`src/motion_pkg.sv`:
```
// Shared widths, opcodes, FSM states, version constants and the move struct for the motion controller
package motion_pkg;

  // Host bus and datapath widths
  localparam int word_bits     = 64;
  localparam int dda_bits      = 64;  // Increment, ramp and accumulator
  localparam int duration_bits = 32;  // Move length in DDA ticks
  localparam int divisor_bits  = 8;

  // Host command opcodes, carried in the top byte of a header word
  typedef enum logic [7:0] {
    cmd_step    = 8'h01,
    cmd_enable  = 8'h0A,
    cmd_divisor = 8'h20,
    cmd_version = 8'hFE
  } cmd_e;

  // Decoder waits for a header or collects the words of a step message
  typedef enum logic {
    dec_header,
    dec_move_words
  } dec_state_e;

  // Executor is idle or running a move
  typedef enum logic {
    exec_idle,
    exec_run
  } exec_state_e;

  // API version reply fields
  localparam logic [7:0] version_major = 8'd1;
  localparam logic [7:0] version_minor = 8'd2;
  localparam logic [7:0] version_patch = 8'd3;
  localparam logic [7:0] version_devel = 8'd0;

  // One axis of a move
  typedef struct packed {
    logic [dda_bits-1:0] increment;  // Added to the accumulator each tick
    logic [dda_bits-1:0] ramp;       // Added to increment each tick
  } axis_move_t;

endpackage
```
`src/motion_ctrl_top.sv`:
```
// Top level of the stepper motion controller; connects decoder, move FIFO and DDA executor
`timescale 1ns/100ps

module motion_ctrl_top #(
  parameter int num_motors            = 2,
  parameter int buffer_size           = 2,
  parameter int default_clock_divisor = 32
) (
  input  logic                             CLK,
  input  logic                             resetn,
  input  logic [motion_pkg::word_bits-1:0] word_in,
  input  logic                             word_received,
  output logic [motion_pkg::word_bits-1:0] word_reply,
  output logic [num_motors-1:0]            enable,
  output logic [num_motors-1:0]            step,
  output logic [num_motors-1:0]            dir,
  output logic                             buffer_dtr,
  output logic                             move_done
);

  logic [motion_pkg::divisor_bits-1:0]     clock_divisor;
  logic                                    push_move;
  motion_pkg::axis_move_t [num_motors-1:0] push_axes;
  logic [num_motors-1:0]                   push_dir;
  logic [motion_pkg::duration_bits-1:0]    push_duration;
  logic                                    pop_move;
  logic                                    move_avail;
  motion_pkg::axis_move_t [num_motors-1:0] head_axes;
  logic [num_motors-1:0]                   head_dir;
  logic [motion_pkg::duration_bits-1:0]    head_duration;

  cmd_decoder #(
    .num_motors            (num_motors),
    .default_clock_divisor (default_clock_divisor)
  ) dec0 (
    .CLK (CLK), .resetn (resetn), .word_in (word_in), .word_received (word_received),
    .word_reply (word_reply), .enable (enable), .clock_divisor (clock_divisor),
    .push_move (push_move), .push_axes (push_axes), .push_dir (push_dir),
    .push_duration (push_duration)
  );

  move_fifo #(.num_motors(num_motors), .buffer_size(buffer_size)) fifo0 (
    .CLK (CLK), .resetn (resetn), .push_move (push_move), .push_axes (push_axes),
    .push_dir (push_dir), .push_duration (push_duration), .pop_move (pop_move),
    .head_axes (head_axes), .head_dir (head_dir), .head_duration (head_duration),
    .move_avail (move_avail), .buffer_dtr (buffer_dtr)
  );

  dda_executor #(.num_motors(num_motors)) exec0 (
    .CLK (CLK), .resetn (resetn), .clock_divisor (clock_divisor),
    .move_avail (move_avail), .head_axes (head_axes), .head_dir (head_dir),
    .head_duration (head_duration), .pop_move (pop_move), .step (step), .dir (dir),
    .move_done (move_done)
  );

endmodule

```
`src/cmd_decoder.sv`:
```
// Host word parser; answers on the reply word, holds enable and divisor, and pushes moves to the FIFO
`timescale 1ns/100ps

module cmd_decoder #(
  parameter int num_motors            = 2,
  parameter int default_clock_divisor = 32
) (
  input  logic                                   CLK,
  input  logic                                   resetn,
  input  logic [motion_pkg::word_bits-1:0]       word_in,
  input  logic                                   word_received,
  output logic [motion_pkg::word_bits-1:0]       word_reply,
  output logic [num_motors-1:0]                  enable,
  output logic [motion_pkg::divisor_bits-1:0]    clock_divisor,
  output logic                                   push_move,
  output motion_pkg::axis_move_t [num_motors-1:0] push_axes,
  output logic [num_motors-1:0]                  push_dir,
  output logic [motion_pkg::duration_bits-1:0]   push_duration
);

  localparam int cnt_bits = $clog2(2 * num_motors + 1);
  localparam logic [cnt_bits-1:0] last_word = cnt_bits'(2 * num_motors);

  logic                              strobe_q;
  logic                              word_valid;  // One cycle per counted word
  logic [motion_pkg::word_bits-1:0]  word_q;
  motion_pkg::dec_state_e            state;
  logic [cnt_bits-1:0]               word_cnt;    // Words after the header
  motion_pkg::cmd_e                  opcode;

  assign opcode = motion_pkg::cmd_e'(word_q[motion_pkg::word_bits-1 -: 8]);

  // Rising edge of the level strobe
  always_ff @(posedge CLK) begin
    if (resetn) begin
      strobe_q   <= 1'b0;
      word_valid <= 1'b0;
    end else begin
      strobe_q   <= word_received;
      word_valid <= word_received & ~strobe_q;
    end
  end

  always_ff @(posedge CLK) begin
    word_q <= word_in;
  end

  // Header handling and message sequencing
  always_ff @(posedge CLK) begin
    if (resetn) begin
      state         <= motion_pkg::dec_header;
      word_cnt      <= '0;
      word_reply    <= '0;
      enable        <= '0;
      clock_divisor <= motion_pkg::divisor_bits'(default_clock_divisor);
      push_move     <= 1'b0;
    end else begin
      push_move <= 1'b0;
      if (word_valid) begin
        word_reply <= '0;  // Only a version header answers
        case (state)
          motion_pkg::dec_header: begin
            case (opcode)
              motion_pkg::cmd_step: begin
                word_cnt <= '0;
                state    <= motion_pkg::dec_move_words;
              end
              motion_pkg::cmd_enable: enable <= word_q[num_motors-1:0];
              motion_pkg::cmd_divisor: begin
                clock_divisor <= word_q[motion_pkg::divisor_bits-1:0];
              end
              motion_pkg::cmd_version: begin
                word_reply <= motion_pkg::word_bits'({motion_pkg::version_devel,
                                                      motion_pkg::version_major,
                                                      motion_pkg::version_minor,
                                                      motion_pkg::version_patch});
              end
              default: ;  // Unknown opcode is ignored
            endcase
          end
          motion_pkg::dec_move_words: begin
            word_cnt <= word_cnt + 1'b1;
            if (word_cnt == last_word) begin  // Final ramp word
              push_move <= 1'b1;
              state     <= motion_pkg::dec_header;
            end
          end
          default: state <= motion_pkg::dec_header;
        endcase
      end
    end
  end

  // Move fields, filled word by word
  always_ff @(posedge CLK) begin
    if (word_valid) begin
      if (state == motion_pkg::dec_header && opcode == motion_pkg::cmd_step) begin
        push_dir <= word_q[num_motors-1:0];
      end else if (state == motion_pkg::dec_move_words) begin
        if (word_cnt == '0) begin
          push_duration <= word_q[motion_pkg::duration_bits-1:0];
        end
        for (int i = 0; i < num_motors; i++) begin
          if (word_cnt == cnt_bits'(2 * i + 1))
            push_axes[i].increment <= word_q;
          if (word_cnt == cnt_bits'(2 * i + 2))
            push_axes[i].ramp <= word_q;
        end
      end
    end
  end

endmodule

```
`src/move_fifo.sv`:
```
// Circular buffer of complete moves between the command decoder and the DDA executor
`timescale 1ns/100ps

module move_fifo #(
  parameter int num_motors  = 2,
  parameter int buffer_size = 2
) (
  input  logic                                   CLK,
  input  logic                                   resetn,
  input  logic                                   push_move,
  input  motion_pkg::axis_move_t [num_motors-1:0] push_axes,
  input  logic [num_motors-1:0]                  push_dir,
  input  logic [motion_pkg::duration_bits-1:0]   push_duration,
  input  logic                                   pop_move,
  output motion_pkg::axis_move_t [num_motors-1:0] head_axes,
  output logic [num_motors-1:0]                  head_dir,
  output logic [motion_pkg::duration_bits-1:0]   head_duration,
  output logic                                   move_avail,
  output logic                                   buffer_dtr
);

  localparam int ptr_bits = (buffer_size > 1) ? $clog2(buffer_size) : 1;
  localparam int cnt_bits = $clog2(buffer_size + 1);
  localparam logic [ptr_bits-1:0] last_slot = ptr_bits'(buffer_size - 1);
  localparam logic [cnt_bits-1:0] full_count = cnt_bits'(buffer_size);

  motion_pkg::axis_move_t [num_motors-1:0] axes_mem [buffer_size];
  logic [num_motors-1:0]                   dir_mem [buffer_size];
  logic [motion_pkg::duration_bits-1:0]    duration_mem [buffer_size];

  logic [ptr_bits-1:0] wr_ptr;
  logic [ptr_bits-1:0] rd_ptr;
  logic [cnt_bits-1:0] count;
  logic                do_push;
  logic                do_pop;

  assign buffer_dtr = (count != full_count);
  assign move_avail = (count != '0);
  assign do_push    = push_move & buffer_dtr;  // Full FIFO drops the move
  assign do_pop     = pop_move & move_avail;

  assign head_axes     = axes_mem[rd_ptr];
  assign head_dir      = dir_mem[rd_ptr];
  assign head_duration = duration_mem[rd_ptr];

  always_ff @(posedge CLK) begin
    if (do_push) begin
      axes_mem[wr_ptr]     <= push_axes;
      dir_mem[wr_ptr]      <= push_dir;
      duration_mem[wr_ptr] <= push_duration;
    end
  end

  always_ff @(posedge CLK) begin
    if (resetn) begin
      wr_ptr <= '0;
      rd_ptr <= '0;
      count  <= '0;
    end else begin
      if (do_push) wr_ptr <= (wr_ptr == last_slot) ? '0 : wr_ptr + 1'b1;
      if (do_pop) rd_ptr <= (rd_ptr == last_slot) ? '0 : rd_ptr + 1'b1;
      if (do_push && !do_pop) count <= count + 1'b1;
      else if (do_pop && !do_push) count <= count - 1'b1;
    end
  end

endmodule

```
`src/dda_executor.sv`:
```
// Move consumer; divides CLK into DDA ticks, runs one move at a time and drives the axis DDAs
`timescale 1ns/100ps

module dda_executor #(
  parameter int num_motors = 2
) (
  input  logic                                   CLK,
  input  logic                                   resetn,
  input  logic [motion_pkg::divisor_bits-1:0]    clock_divisor,
  input  logic                                   move_avail,
  input  motion_pkg::axis_move_t [num_motors-1:0] head_axes,
  input  logic [num_motors-1:0]                  head_dir,
  input  logic [motion_pkg::duration_bits-1:0]   head_duration,
  output logic                                   pop_move,
  output logic [num_motors-1:0]                  step,
  output logic [num_motors-1:0]                  dir,
  output logic                                   move_done
);

  logic [motion_pkg::divisor_bits-1:0]  div_cnt;
  logic [motion_pkg::divisor_bits-1:0]  cur_div;  // Divisor of the current tick period
  logic                                 tick;
  logic                                 axis_tick;
  motion_pkg::exec_state_e              state;
  logic [motion_pkg::duration_bits-1:0] remaining;

  // Free running tick divider
  assign tick = (div_cnt == cur_div - 1'b1);

  always_ff @(posedge CLK) begin
    if (resetn) begin
      div_cnt <= '0;
      cur_div <= motion_pkg::divisor_bits'(1);
    end else if (tick) begin
      div_cnt <= '0;
      cur_div <= (clock_divisor == '0) ? motion_pkg::divisor_bits'(1) : clock_divisor;
    end else begin
      div_cnt <= div_cnt + 1'b1;
    end
  end

  // Take the FIFO head whenever idle
  assign pop_move  = (state == motion_pkg::exec_idle) & move_avail;
  assign axis_tick = (state == motion_pkg::exec_run) & tick & (remaining != '0);

  always_ff @(posedge CLK) begin
    if (resetn) begin
      state     <= motion_pkg::exec_idle;
      remaining <= '0;
      dir       <= '0;
      move_done <= 1'b0;
    end else begin
      move_done <= 1'b0;
      case (state)
        motion_pkg::exec_idle: begin
          if (pop_move) begin
            remaining <= head_duration;
            dir       <= head_dir;
            state     <= motion_pkg::exec_run;
          end
        end
        motion_pkg::exec_run: begin
          if (remaining == '0) begin
            move_done <= 1'b1;
            state     <= motion_pkg::exec_idle;
          end else if (tick) begin
            remaining <= remaining - 1'b1;
          end
        end
        default: state <= motion_pkg::exec_idle;
      endcase
    end
  end

  for (genvar i = 0; i < num_motors; i++) begin : g_axis
    dda_axis axis0 (
      .CLK    (CLK),
      .resetn (resetn),
      .tick   (axis_tick),
      .load   (pop_move),
      .axis   (head_axes[i]),
      .step   (step[i])
    );
  end

endmodule

```
`src/dda_axis.sv`:
```
// Single axis DDA accumulator with ramped increment; emits a step on each accumulator carry
`timescale 1ns/100ps

module dda_axis (
  input  logic                   CLK,
  input  logic                   resetn,
  input  logic                   tick,
  input  logic                   load,
  input  motion_pkg::axis_move_t axis,
  output logic                   step
);

  logic [motion_pkg::dda_bits-1:0] accum;
  logic [motion_pkg::dda_bits-1:0] increment;  // Working increment, ramps each tick
  logic [motion_pkg::dda_bits-1:0] ramp;
  logic [motion_pkg::dda_bits:0]   sum;        // Carry in the top bit

  assign sum = {1'b0, accum} + {1'b0, increment};

  always_ff @(posedge CLK) begin
    if (load) begin
      accum     <= '0;
      increment <= axis.increment;
      ramp      <= axis.ramp;
    end else if (tick) begin
      accum     <= sum[motion_pkg::dda_bits-1:0];
      increment <= increment + ramp;  // Wraps
    end
  end

  // Step pulse follows a carrying tick
  always_ff @(posedge CLK) begin
    if (resetn) begin
      step <= 1'b0;
    end else begin
      step <= tick & sum[motion_pkg::dda_bits];
    end
  end

endmodule

```
`config.mk`:
```
export PLATFORM = sky130hd
export DESIGN_NAME = motion_ctrl_top
export DESIGN_NICKNAME = d
export VERILOG_FILES = /design/src/motion_pkg.sv /design/src/motion_ctrl_top.sv /design/src/cmd_decoder.sv /design/src/move_fifo.sv /design/src/dda_executor.sv /design/src/dda_axis.sv
export SDC_FILE = /design/constraint.sdc
export NUM_CORES = 2
export LEC_CHECK = 0
export ABC_AREA = 0
export BUFFER_PORTS_ARGS = -buffer_cell sky130_fd_sc_hd__buf_2
export CAP_MARGIN = 20
export CORE_MARGIN = 2
export CORE_UTILIZATION = 35
export DETAILED_ROUTE_END_ITERATION = 8
export SLEW_MARGIN = 15
export SYNTH_ARGS = -nofsm -noshare
export SYNTH_HDL_FRONTEND = slang
export SYNTH_HIERARCHICAL = 1
export SYNTH_SLANG_ARGS = --single-unit
```
`constraint.sdc`:
```
create_clock -name CLK -period 10.8 [get_ports CLK]
set_input_delay 2.16 -clock CLK [delete_from_list [all_inputs] [get_ports CLK]]
set_output_delay 2.16 -clock CLK [all_outputs]
set_load 0.1 [all_outputs]
```
==> out/qor.yml <==
worst_setup_path:
  cpMostUsedCell: "nand2_1"
  cp.required_ns: 11.54
  critPathMaxStageDelay_ns: 0.69
  cpMaxStageDelayCell: "o211a_1"
  cp-end-kind: "flip-flop"
  rrSetupSlack_ns: 5.88
  cp_max_fo: 34
  arrival_ns: 5.66
  crit_path_cell_trace: "inv_1 -> ha_1 -> nand2_1 -> or4_4 -> a32oi_2 -> o211a_1 -> nand2_4 -> inv_4 -> buf_4 -> nand2_1 -> or4_1 -> nand3_1"
  critPathBufInv: 3
  cpLargestDelayFamily: "simple AND/OR/NAND/NOR gates"
  start_kind: "flip-flop"
  setup.worst_path.class: "flip-flop to flip-flop"
clocking:
  clk_pin_slew_ns: 0.06
  clockBufferDepth: 3
  cts_hold_buffers: 0
  cts-resized-gates: 0
  cts_tree: "built"
  cts_buffers: 151
  htree_levels: 4
  cts_root_buffer: "clkbuf_16"
  clkLatencyLatePin_ns: 0.81
  cts.sinks: 1395
  cts_setup_buffers: 0
power:
  pwr-share-clk_pct: 39.4
  comb_power_share_pct: 13.7
  internal-power_mw: 9.51
  p_leak_nw: 25.5
  p_seq_share_pct: 47.0
  power_switching_mw: 3.45
  switching_share_pct: 26.6
  vdd_drop_max_mv: 0.169
  p_per_area_nw_per_um2: 179
cells_and_area:
  fill_cells: 17350
  synthToLayoutAreaGrowth_pct: 11.5
  fin_util_pct: 39.3
  layout-drive-gt1-share_pct: 13.8
  layout_commonest_cell: "edfxtp_1"
  multi_input_area_sq_um: 23900
  regArea_sq_um: 39200
  final_cell_mix: "edfxtp_1, nand2_1, a21oi_1"
  nNetsFinal: 5472
synthesis:
  synth-edff-count: 1126
  yosysWarnings: 6
  synth_cell_types: 118
  synth_seq_cells: 1395
  ys_async_sr_fraction_pct: 0
  netlist_area_sq_um: 64800
  ys.flop_type: "edfxtp_1"
  postSynthCellCount: 5097
  synth_area_per_cell_sq_um: 12.7
  synth-seq-area-share_pct: 60.5
routing:
  wl_per_cell_microns: 20.6
  wirelength_mm: 159
  dr_total_vias: 40639
  routed_via_density: 5.26
  firstDrtPassIters: 5
  drc: 0
  ant_nets: 0
  drt-initial-drc-count: 3251
global_routing:
  grt_max_degree: 149
  grt_use_met2_pct: 26.9
  track_usage_pct: 16.7
  grtUsageMet3_pct: 3.37
  grt_pass1_wl_mm: 241
  met1_usage_pct: 22.0
  gr-max-usage-layer: "met2"
  grt_overflow: 0
  antenna_found_initial: 14
  grt_pass1_vias: 39907
timing:
  tightest_slew_ns: 1.12
  fin_tns_setup_ns: 0
  max_freq_ghz: 0.203
  rsz0062_at_grt: "false"
  fin_ws_ns: 5.88
  slew_headroom_pct: 25.3
  hold_viol_final: 0
  period_share_pct: 45.6
  slew_viol_final: 0
  finClkSkew_ns: 0.0485
  post-route-min-period_ns: 4.92
  setup_viol: 0
flow_run:
  drv_cap: 0
placement:
  post-place-ws_ns: 5.91
  place_congestion: 0.952
  hpwlAfterDp_mm: 109
  port_buffers: 78
floorplanning:
  rows: 157
  pin_count: 139
  start_util_pct: 35.3
  die_w_microns: 434
  core_sq_um: 183000
  die_area_sq_um: 188000
  die_h_microns: 434
status:
  status: "finished, final reports clean"
worst_hold_path:
  hp-class: "flip-flop to flip-flop"
cell type report:
cell class | instances | share of cell area [%]
timing repair buffer | 113 | 0.957
antenna | 9 | 0.0312
inverter | 99 | 0.539
clock inverter | 79 | 1.21
sequential | 1395 | 54.3
multi-input combinational | 3377 | 33.1
tap | 2464 | 4.27
clock buffer | 195 | 5.60
sequential cells by signal, indices dropped and copies added, names as in the netlist, 3 cells and up, named ones only:
register                      count
fifo0/dir_mem                     4
dec0/word_cnt                     3
exec0/g_axis.axis0/increment    128
fifo0/axes_mem                  512
fifo0/duration_mem               64
exec0/cur_div                     8
exec0/div_cnt                     8
dec0/clock_divisor                8
exec0/g_axis.axis0/ramp         128
dec0/push_duration               32
exec0/remaining                  32
dec0/word_q                      64
dec0/push_axes                  256
exec0/g_axis.axis0/accum        128
layer usage:
metal,up-vias,wire length [microns]
met3,276,10100
li1,19304,-
met1,19927,69500
met4,6,5690
met2,1126,73900
met5,-,41
worst paths after layout:
check / from / end / depth (start not counted)
max: exec0/cur_div[0] / exec0/g_axis[0].axis0/accum[55] / 12
min: dec0/strobe_q / dec0/word_valid / 1
max reg2reg: exec0/cur_div[0] / exec0/g_axis[0].axis0/accum[55] / 12
min reg2reg: dec0/strobe_q / dec0/word_valid / 1
power groups by stage:
| stage | logic [mW] | registers [mW] | clock network (mW) |
|---|---|---|---|
| floorplan | 1.42 | 6.12 | 0 |
| global placement | 1.73 | 6.20 | 0 |
| detailed placement | 1.74 | 6.20 | 0 |
| CTS | 1.75 | 6.09 | 5.24 |
| global route | 1.96 | 6.10 | 5.44 |
| finish | 1.77 | 6.08 | 5.10 |
synthesized netlist by cell type (32+ instances only):
master	instances	area share, %
a21o_1	155	1.8
nand2_1	424	2.5
a31oi_1	40	0.39
clkbuf_1	139	0.81
xnor2_1	137	1.9
o211ai_1	36	0.42
nor2_1	300	1.7
and3_1	39	0.38
nand4_1	89	0.86
xor2_1	89	1.2
or3_1	33	0.32
a21oi_1	364	2.8
mux2i_1	73	1.1
a211oi_1	35	0.41
mux2_4	100	2.3
ha_1	264	5.1
o21bai_1	50	0.58
mux2_2	199	3.5
buf_2	41	0.32
nand3_1	73	0.56
o21ai_0	301	2.3
dfxtp_1	269	8.3
o21a_1	32	0.37
nor3_1	77	0.60
inv_1	95	0.55
edfxtp_1	1126	52
buf_4	68	0.79
logic make-up (layout without fill, tap and decap cells):
kind of cell | Yosys count | in the layout | share of synthesized area, %
flops | 1395 | 1395 | 60.5
compound gates | 1256 | 1256 | 12.5
simple gates | 1195 | 1195 | 8.76
buf+inv | 384 | 486 | 2.98
mux | 372 | 372 | 6.91
fa+ha+maj | 268 | 268 | 5.22
xor+xnor | 226 | 226 | 3.06
other cells | 1 | 69 | 0.00579
per-stage QoR:
step / hold WS [ns] / std cells / total power [mW] / cell area (sq um)
floorplan: 0.367 / 5156 / 7.54 / 65000
global placement: 0.377 / 7448 / 7.93 / 67200
detailed placement: 0.379 / 7448 / 7.94 / 67200
CTS: 0.392 / 7722 / 13.1 / 72200
global route: 0.415 / 7722 / 13.5 / 72200
finish: 0.388 / 7731 / 13.0 / 72200
(Power assumes the default switching activity.)
